### config.mk
export PLATFORM = sky130hd
export DESIGN_NAME = operand_request_router
export DESIGN_NICKNAME = d
export VERILOG_FILES = /design/src/source/rf_pkg.sv /design/src/source/operand_pkg.sv /design/src/source/operand_request_router.sv
export SDC_FILE = /design/constraint.sdc
export NUM_CORES = 1
export LEC_CHECK = 0
export BUFFER_PORTS_ARGS = -buffer_cell sky130_fd_sc_hd__buf_2
export CAP_MARGIN = 0
export CORE_AREA = 2 2 204 206
export CTS_BUF_LIST = sky130_fd_sc_hd__clkbuf_4 sky130_fd_sc_hd__clkbuf_8
export DETAILED_ROUTE_END_ITERATION = 6
export DIE_AREA = 0 0 206 208
export GPL_TIMING_DRIVEN = 1
export HOLD_SLACK_MARGIN = 0.06
export PLACE_DENSITY = 0.31
export REMOVE_ABC_BUFFERS = 1
export SLEW_MARGIN = 20
export SYNTH_ARGS = -nofsm -noshare
export SYNTH_HDL_FRONTEND = slang
export SYNTH_SLANG_ARGS = --single-unit
### constraint.sdc
create_clock -name clk_i -period 4 [get_ports clk_i]
set_input_delay 0.4 -clock clk_i [delete_from_list [all_inputs] [get_ports clk_i]]
set_output_delay 0.4 -clock clk_i [all_outputs]
set_load 0.005 [all_outputs]
### src/source/rf_pkg.sv
/*
 * Register file sizes and shared types. Two banks split by register bit 0,
 * so NumBanks must stay 2. RegisterWidth must be a multiple of 8.
 */
package rf_pkg;

    // Warp and register file geometry
    localparam int unsigned WarpWidth     = 4;
    localparam int unsigned RegisterWidth = 32;
    localparam int unsigned NumRegisters  = 32;
    localparam int unsigned NumBanks      = 2;
    localparam int unsigned BankRegs      = NumRegisters / NumBanks;

    localparam int unsigned RegAddrWidth  = $clog2(NumRegisters);
    localparam int unsigned BankAddrWidth = $clog2(BankRegs);
    localparam int unsigned BytesPerLane  = RegisterWidth / 8;
    localparam int unsigned BeWidth       = WarpWidth * BytesPerLane;

    typedef logic [RegAddrWidth-1:0]  reg_addr_t;
    // Register index with its bank bit dropped
    typedef logic [BankAddrWidth-1:0] bank_addr_t;
    typedef logic [RegisterWidth-1:0] data_t;
    typedef data_t [WarpWidth-1:0]    warp_data_t;
    typedef logic [WarpWidth-1:0]     we_mask_t;
    // Byte enables over one warp-wide word
    typedef logic [BeWidth-1:0]       be_t;

    // One warp-wide write, lane mask per lane
    typedef struct packed {
        logic       valid;
        we_mask_t   mask;
        reg_addr_t  addr;
        warp_data_t data;
    } rf_write_t;

endpackage

### src/source/operand_pkg.sv
/*
 * Operand request and result types. QueueDepth must be a power of two,
 * slot pointers wrap without a compare.
 */
package operand_pkg;

    import rf_pkg::*;

    localparam int unsigned QueueDepth   = 4;
    localparam int unsigned InstrIdWidth = 4;
    localparam int unsigned ImmWidth     = 16;

    typedef logic [$clog2(QueueDepth)-1:0] slot_idx_t;
    typedef logic [InstrIdWidth-1:0]       instr_id_t;

    // Source word, read either as a register index or a signed immediate
    typedef union packed {
        struct packed {
            logic [ImmWidth-RegAddrWidth-1:0] pad;
            reg_addr_t                        idx;
        } rf;
        logic signed [ImmWidth-1:0] imm;
    } operand_word_t;

    // is_imm picks the reading of the word
    typedef struct packed {
        logic          is_imm;
        operand_word_t word;
    } operand_spec_t;

    // Where a bank result lands in the collector
    typedef struct packed {
        slot_idx_t slot;
        logic      src_b;
    } rf_read_tag_t;

    typedef struct packed {
        logic          valid;
        instr_id_t     instr_id;
        operand_spec_t src_a;
        operand_spec_t src_b;
    } operand_req_t;

    // Accepted request bound to its collector slot
    typedef struct packed {
        operand_req_t req;
        slot_idx_t    slot;
    } collector_alloc_t;

    typedef struct packed {
        logic       valid;
        instr_id_t  instr_id;
        warp_data_t op_a;
        warp_data_t op_b;
    } operand_pair_t;

endpackage

### src/source/operand_request_router.sv
/*
 * Turns operand requests into per-bank reads. A same-bank pair or a read
 * refused by a bank stalls new requests until it has been issued.
 */
`timescale 1ns/1ps

module operand_request_router import rf_pkg::*, operand_pkg::*; #(
    parameter bit DualPort = 1'b0
) (
    input  logic                        clk_i,
    input  logic                        rst_n_i,
    input  operand_req_t                req_i,
    output logic                        req_ready_o,
    input  rf_write_t                   write_i,
    output logic                        write_ready_o,
    // Collector side
    input  logic                        collector_full_i,
    output collector_alloc_t            alloc_o,
    // Bank side
    output rf_write_t    [NumBanks-1:0] bank_write_o,
    output logic         [NumBanks-1:0] bank_read_valid_o,
    input  logic         [NumBanks-1:0] bank_read_ready_i,
    output bank_addr_t   [NumBanks-1:0] bank_read_addr_o,
    output rf_read_tag_t [NumBanks-1:0] bank_read_tag_o
);

    typedef struct packed {
        logic         valid;
        logic         bank;
        bank_addr_t   addr;
        rf_read_tag_t tag;
    } bank_read_t;

    bank_read_t                read_a;
    bank_read_t                read_b;
    bank_read_t                pend_d;
    bank_read_t                pend_q;
    bank_read_t [NumBanks-1:0] issue;
    bank_read_t [NumBanks-1:0] retry_d;
    bank_read_t [NumBanks-1:0] retry_q;
    slot_idx_t                 tail_q;
    logic                      req_accept;
    logic                      conflict;
    logic                      retry_busy;
    logic                      pend_issued;

    // Register source to bank read, immediates issue nothing
    function automatic bank_read_t decode_src(operand_spec_t spec, logic valid,
                                              slot_idx_t slot, logic src_b);
        bank_read_t rd;
        rd.valid = valid & ~spec.is_imm;
        rd.bank  = spec.word.rf.idx[0];
        rd.addr  = spec.word.rf.idx[RegAddrWidth-1:1];
        rd.tag   = '{slot: slot, src_b: src_b};
        return rd;
    endfunction

    always_comb begin
        retry_busy = 1'b0;
        for (int b = 0; b < NumBanks; b++) begin
            retry_busy |= retry_q[b].valid;
        end
    end

    // Stall while the collector is full or older reads are waiting
    assign req_ready_o = ~collector_full_i & ~pend_q.valid & ~retry_busy;
    assign req_accept  = req_i.valid & req_ready_o;

    assign read_a   = decode_src(req_i.src_a, req_accept, tail_q, 1'b0);
    assign read_b   = decode_src(req_i.src_b, req_accept, tail_q, 1'b1);
    assign conflict = read_a.valid & read_b.valid & (read_a.bank == read_b.bank);

    // ####################################################################
    // Read issue per bank

    // Oldest first: refused read, then the held B read, then new reads
    always_comb begin
        for (int b = 0; b < NumBanks; b++) begin
            issue[b] = '0;
            if (retry_q[b].valid) begin
                issue[b] = retry_q[b];
            end else if (pend_q.valid && pend_q.bank == b) begin
                issue[b] = pend_q;
            end else if (read_a.valid && read_a.bank == b) begin
                issue[b] = read_a;
            end else if (read_b.valid && read_b.bank == b) begin
                issue[b] = read_b;
            end
            // Dual-port banks never refuse
            retry_d[b]       = issue[b];
            retry_d[b].valid = issue[b].valid & ~bank_read_ready_i[b] & ~DualPort;
        end
    end

    assign pend_issued = pend_q.valid & ~retry_q[pend_q.bank].valid;

    always_comb begin
        pend_d = pend_q;
        if (conflict) begin
            // Operand A went out, B waits a cycle
            pend_d = read_b;
        end else if (pend_issued) begin
            pend_d.valid = 1'b0;
        end
    end

    always_ff @(posedge clk_i or negedge rst_n_i) begin
        if (!rst_n_i) begin
            pend_q  <= '0;
            retry_q <= '0;
            tail_q  <= '0;
        end else begin
            pend_q  <= pend_d;
            retry_q <= retry_d;
            if (req_accept) begin
                tail_q <= tail_q + 1'b1;
            end
        end
    end

    // ####################################################################
    // Outputs

    for (genvar b = 0; b < NumBanks; b++) begin : gen_bank_ports
        assign bank_read_valid_o[b] = issue[b].valid;
        assign bank_read_addr_o[b]  = issue[b].addr;
        assign bank_read_tag_o[b]   = issue[b].tag;

        // Write goes to the bank named by addr bit 0
        always_comb begin
            bank_write_o[b]       = write_i;
            bank_write_o[b].valid = write_i.valid & (write_i.addr[0] == b);
        end
    end

    // Both banks take a write every cycle
    assign write_ready_o = 1'b1;

    always_comb begin
        alloc_o           = '{req: req_i, slot: tail_q};
        alloc_o.req.valid = req_accept;
    end

endmodule

==> impl_metrics.csv, run 1 <==
group,metric,value,unit
yosys,async_flop_share,1.00,
layout,antennaDiodeCount,0,
outcome,status,"finished clean",
global_routing,first_global_vias,1721,
yosys,seq_area_frac_synth,0.177,
placed_design,place.gp.congestion,0.858,
yosys,synth_top_area_share,0.645,
power,p_leak,0.867,nW
yosys,avgSynthCellArea,8.40,µm²
yosys,synth_most_common_cell,"buf_4",
yosys,synthCells,455,
floorplanning,fp.dieH,208,µm
clock_network,cts_buffers,3,
clock_network,post_cts_buffers,0,
job,cap_viol_max_count,0,
yosys,synthDistinctLibCells,29,
global_routing,gr-max-usage-layer,"met2",
worst_setup_path,worstSetupPathType,"reg -> out",
routing,drt_first_pass_iters,6,
routing,wirelength,59500,µm
floorplanning,coreArea,40600,µm²
worst_setup_path,path_max_fanout,17,
sta,relSlewSlack,0.397,
routing,vias_per_cell,3.02,
sta,final_hold_viol_count,0,
global_routing,grtUsageMet2,0.510,
yosys,yosys.area.top_type,"buf_4",
yosys,ys.warnings.count,0,
min_path,hp-class,"in -> async",
worst_setup_path,reg2reg_depth,4,
clock_network,cts.repair.resized,0,
clock_network,cts_root_buf,"clkbuf_8",
yosys,synthTopCellsByCount,"buf_4, dfrtp_1, nand2_1, o221ai_1",
sta,timing.hold.ws,0.142,ns
routing,drt_iter0_markers,197,
sta,setup_viol,0,
floorplanning,die_x,206,µm
global_routing,overflow,0,
routing,wl_per_cell,83.3,µm
floorplanning,start_util,0.0942,
worst_setup_path,cp.required,3.60,ns
clock_network,path_clk_slew,0.11,ns
floorplanning,fp-row-count,74,
sta,min_period_over_period,0.777,
yosys,synthFlopType,"dfrtp_1",
clock_network,worst_skew_pair.late_latency,0.29,ns
floorplanning,die_area,42800,µm²
routing,postRouteAntennaNets,0,
sta,skew,0.00430,ns
global_routing,grt_pass1_wl,64000,µm
worst_setup_path,cp-end-kind,"output port",
sta,drv_slew,0,
sta,min_period,3.11,ns
routing,post-route-drc-count,0,
sta,worst_slew_pin_slew,0.896,ns
yosys,synth_edf_count,0,
global_routing,met1_usage,0.0988,
placed_design,dp_hpwl,57400,µm
worst_setup_path,worstPathArrival,2.71,ns
power,peakVddDrop,0.117,mV
global_routing,grt_max_degree,28,
sta,clock.fmax,322,MHz
layout,drive_above_1_share,0.390,
clock_network,cts_tree,"yes",
clock_network,clock_path_buffers,2,
sta,final.setup.tns,0,ns
sta,rsz0062_at_grt,"no",
global_routing,antenna_found_initial,0,
worst_setup_path,critPathLaunchType,"flop",
yosys,netlist_area,3820,µm²
clock_network,hold_buffers,0,
yosys,synth_area_leaders,"buf_4, dfrtp_1, mux2_4",
placed_design,portBuffers,55,
clock_network,clock-sinks,27,
routing,dr_total_vias,2155,
global_routing,grt_use_met3,0.360,
worst_setup_path,r2r_setup_slack,1.61,ns
layout,final_nets,365,
clock_network,htree_levels,1,
layout,final_util,0.0574,
global_routing,groute.usage.overall,0.269,
floorplanning,io_pins,517,
yosys,ys_seq_elements,27,
layout,area_growth,-39.0,%
power,p_per_area,310,nW/µm²
[area by class of cell]
type	count	area, µm²
Tap cell	532	666
Multi-Input combinational cell	91	641
Clock inverter	1	7.51
Inverter	4	15.0
Fill cell	4822	38200
Clock buffer	3	41.3
Timing Repair Buffer	56	283
Sequential cell	27	676
[cell families after synthesis]
logic type / after synthesis / share of synthesized area
DFF: 27 / 0.177
buffers and inverters: 337 / 0.655
muxes: 8 / 0.0305
and+or+nand+nor: 50 / 0.0704
AOI/OAI and AO/OA: 29 / 0.0590
other: 1 / 0.000982
xor gates and xnor gates: 3 / 0.00688
[path summary, 6_finish.rpt]
kind                                      start                 end
max in group asynchronous               rst_n_i         retry_q[14]
setup / recovery                     retry_q[8]  bank_read_tag_o[2]
min in group clk_i         bank_read_ready_i[1]         retry_q[17]
hold / removal                          rst_n_i         retry_q[17]
setup reg to reg                     retry_q[8]           pend_q[6]
hold reg to reg                     retry_q[10]         retry_q[10]
[layer usage]
| metal | wire length, µm | vias up |
|---|---|---|
| li1 | - | 572 |
| met1 | 7520 | 876 |
| met2 | 31800 | 636 |
| met3 | 17100 | 65 |
| met4 | 2740 | 6 |
| met5 | 371 | - |
[report_power, final]
part | switching (mW) | leakage [nW] | internal [mW]
sequential | 0.0483 | 0.355 | 0.321
combinational | 0.0904 | 0.490 | 0.0897
clock | 0.102 | 0.0217 | 0.0712
total | 0.241 | 0.867 | 0.482
[metrics by stage]
step | total power, mW | instance area (µm²) | cells | setup slack, ns
after floorplan | 0.455 | 1330 | 122 | 1.91
after global placement | 0.556 | 2280 | 710 | 1.18
after detailed placement | 0.552 | 2280 | 710 | 1.20
after CTS | 0.732 | 2330 | 714 | 0.848
after global routing | 0.773 | 2330 | 714 | 0.651
final | 0.722 | 2330 | 714 | 0.893
[registers in the layout (all words and copies together) (netlist names)]
register	count
pend_q	9
retry_q	16
tail_q	2
[layout by cell type, fill, tap and decap left out]
cell type	instances
buf_2	55
buf_4	1
nor3_1	1
nand2b_1	5
nand2_1	24
clkbuf_8	3
xor2_1	1
conb_1	1
a222oi_1	1
clkinv_1	1
clkinvlp_4	1
a32oi_1	7
a221o_1	1
nor4_4	1
dfrtp_1	27
nor2b_1	6
or2b_1	3
nor2_1	5
mux2_4	7
or4_4	1
mux2_2	1
nand2_4	1
inv_1	3
nor3b_1	1
and2_1	2
a21oi_1	2
o221ai_1	9
a22oi_1	4
o21ai_0	5
xnor2_1	2
[worst max-delay path, stage by stage, from the launching register on]
cell and delay [ns]:
dfrtp_1 0.64, nor4_4 0.46, nand2_4 0.16, clkinv_1 0.21
o21ai_0 0.31, o21ai_0 0.42, buf_2 0.19
Note: power is estimated with default switching activity, not from simulation.
==> inputs of run 2 (changes only) <==
--- a/config.mk
+++ b/config.mk
@@ -5,15 +5,16 @@
 export SDC_FILE = /design/constraint.sdc
 export NUM_CORES = 1
 export LEC_CHECK = 0
+export ABC_AREA = 1
 export BUFFER_PORTS_ARGS = -buffer_cell sky130_fd_sc_hd__buf_2
 export CAP_MARGIN = 0
-export CORE_AREA = 2 2 204 206
+export CORE_AREA = 2 2 198 200
 export CTS_BUF_LIST = sky130_fd_sc_hd__clkbuf_4 sky130_fd_sc_hd__clkbuf_8
 export DETAILED_ROUTE_END_ITERATION = 6
-export DIE_AREA = 0 0 206 208
+export DIE_AREA = 0 0 200 202
 export GPL_TIMING_DRIVEN = 1
 export HOLD_SLACK_MARGIN = 0.06
-export PLACE_DENSITY = 0.31
+export PLACE_DENSITY = 0.34
 export REMOVE_ABC_BUFFERS = 1
 export SLEW_MARGIN = 20
 export SYNTH_ARGS = -nofsm -noshare
==> constraint.sdc (replaced) <==
create_clock -name clk_i -period 2.7 [get_ports clk_i]
set_input_delay 0.27 -clock clk_i [delete_from_list [all_inputs] [get_ports clk_i]]
set_output_delay 0.27 -clock clk_i [all_outputs]
set_load 0.005 [all_outputs]
==> impl_metrics.csv, run 2 <==
group,metric,value,unit
clock_network,clock-sinks,27,
power,seqPwrFrac,0.387,
clock_network,cts.repair.resized,0,
layout,final_nets,421,
yosys,synth_edf_count,0,
global_routing,antenna_found_initial,2,
yosys,synthFlopType,"dfrtp_1",
layout,mostFrequentLayoutCell,"buf_2",
routing,drt_first_pass_iters,4,
yosys,avgSynthCellArea,7.75,µm²
worst_setup_path,slowest_delay,0.48,ns
outcome,status,"finished clean",
layout,layout.area.seq,676,µm²
worst_setup_path,path_max_fanout,15,
global_routing,groute.usage.overall,0.290,
power,p_leak,1.07,nW
job,cap_viol_max_count,0,
routing,post-route-drc-count,0,
sta,rsz0062_at_grt,"no",
routing,vias_per_cell,3.05,
global_routing,grt_use_met3,0.412,
sta,skew,0.00192,ns
sta,final.setup.tns,0,ns
power,combPwrFrac,0.453,
global_routing,first_global_vias,1919,
layout,area_growth,-38.0,%
routing,wirelength,60300,µm
yosys,yosys.area.top_type,"buf_4",
clock_network,path_clk_slew,0.11,ns
placed_design,place.gp.congestion,0.939,
global_routing,met1_usage,0.0771,
floorplanning,io_pins,517,
worst_setup_path,critPathLaunchType,"flop",
power,clockPowerShare,0.160,
sta,timing.hold.ws,0.238,ns
floorplanning,start_util,0.103,
worst_setup_path,cp_slowest_cell,"dfrtp_1",
placed_design,dp_hpwl,58200,µm
yosys,ys_seq_elements,27,
global_routing,gr-max-usage-layer,"met2",
worst_setup_path,worstSetupPathType,"reg -> out",
sta,clock.fmax,410,MHz
routing,drt_iter0_markers,207,
worst_setup_path,cp-end-kind,"output port",
routing,dr_total_vias,2303,
worst_setup_path,crit_top_cell,"nand2_2",
worst_setup_path,worstPathArrival,2.17,ns
yosys,async_flop_share,1.00,
layout,largest_reg_flops,16,
clock_network,htree_levels,1,
yosys,synth_most_common_cell,"buf_4",
floorplanning,die_area,40400,µm²
power,total_power,1.68,mW
clock_network,post_cts_buffers,0,
sta,final_hold_viol_count,0,
yosys,synthCells,507,
yosys,synthTopCellsByCount,"buf_4, nand2_1, inv_1, dfrtp_1, nor2_1",
power,peakVddDrop,0.166,mV
floorplanning,die_x,200,µm
power,p_int,0.922,mW
global_routing,grt_pass1_wl,64500,µm
global_routing,overflow,0,
layout,largest-register,"retry_q",
sta,min_period,2.44,ns
sta,worst_slew_pin_slew,0.678,ns
clock_network,worst_skew_pair.late_latency,0.30,ns
global_routing,grt_max_degree,28,
power,p_per_area,690,nW/µm²
clock_network,cts_buffers,3,
yosys,seq_area_frac_synth,0.172,
placed_design,placed_area,2380,µm²
routing,wl_per_cell,79.7,µm
placed_design,portBuffers,55,
layout,final_cell_mix,"buf_2, nand2_1, inv_1",
yosys,synth_top_area_share,0.627,
layout,fillCellCount,4527,
layout,stdcell_area,2440,µm²
layout,largestRegisters,"retry_q x16, pend_q x9, tail_q x2",
sta,min_period_over_period,0.903,
global_routing,grtUsageMet2,0.549,
yosys,synthDistinctLibCells,27,
yosys,synth_area_leaders,"buf_4, dfrtp_1, nand2_1",
min_path,hp-class,"in -> reg",
layout,antennaDiodeCount,0,
clock_network,hold_buffers,1,
worst_setup_path,worstPathCellList,"nor2_2, nand2_2, nor2_8, nand2_2, nor2_4, nand3_1, a21oi_1, buf_2",
worst_setup_path,cp.required,2.43,ns
yosys,ys.warnings.count,0,
sta,relSlewSlack,0.548,
power,p_switching,0.761,mW
sta,drv_slew,0,
floorplanning,fp-row-count,72,
yosys,netlist_area,3930,µm²
floorplanning,coreArea,38300,µm²
routing,postRouteAntennaNets,0,
clock_network,cts_root_buf,"clkbuf_8",
clock_network,cts_tree,"yes",
power,switching_share,0.452,
sta,setup_viol,0,
layout,multi_input_comb_area,654,µm²
floorplanning,fp.dieH,202,µm
clock_network,clock_path_buffers,2,
layout,drive_above_1_share,0.340,
## run 2: layer usage
| metal | vias to the layer above | share of wire |
|---|---|---|
| met5 | - | 0.0016 |
| met4 | 2 | 0.069 |
| met3 | 85 | 0.31 |
| met2 | 614 | 0.53 |
| met1 | 913 | 0.096 |
| li1 | 689 | - |
## run 2: worst max-delay path, delay by kind of cell, from the launching register on
kind / cells / cell delay (ns)
flip-flops: 1 / 0.48
AO/OA/AOI/OAI: 1 / 0.27
buffers and inverters: 1 / 0.17
AND/OR/NAND/NOR: 6 / 0.94
## run 2: cells by family after synthesis
| kind of cell | after synthesis | synth area share |
|---|---|---|
| flops | 27 | 0.172 |
| buf+inv | 360 | 0.661 |
| compound gates | 27 | 0.0487 |
| other cells | 1 | 0.000954 |
| xor+xnor | 2 | 0.00446 |
| simple gates | 90 | 0.112 |
## run 2: worst paths after layout
kind / start / to / slack, ns / cells past startpoint
worst max-delay path: retry_q[8] / bank_read_addr_o[1] / 0.26 / 8
worst min-delay path: bank_read_ready_i[0] / retry_q[8] / 0.24 / 4
worst max register to register: retry_q[8] / retry_q[4] / 0.90 / 7
worst min register to register: retry_q[10] / retry_q[10] / 0.53 / 2
max in group asynchronous: rst_n_i / pend_q[3] / 1.70 / 2
min in group asynchronous: rst_n_i / retry_q[5] / 0.55 / 2
## run 2: area by class of cell
class | count | share of cell area
Tap cell | 518 | 0.266
Multi-Input combinational cell | 120 | 0.268
Clock inverter | 1 | 0.00359
Timing Repair Buffer | 58 | 0.123
Sequential cell | 27 | 0.277
Inverter | 29 | 0.0447
Clock buffer | 3 | 0.0169
## run 2: metrics by stage
stage            util  cells  setup WS (ns)
2_1_floorplan       -    176           1.05
3_3_place_gp   0.0621    751          0.621
3_5_place_dp   0.0621    751          0.605
4_1_cts        0.0637    756          0.252
5_1_grt        0.0637    756          0.116
6_report       0.0637    756          0.262
## run 2: power by group through the flow
stage	clock [mW]	sequential [mW]	combinational, mW
2_1_floorplan	0	0.628	0.386
3_3_place_gp	0	0.658	0.784
3_5_place_dp	0	0.659	0.780
4_1_cts	0.278	0.651	0.784
5_1_grt	0.290	0.668	0.846
6_report	0.269	0.651	0.763
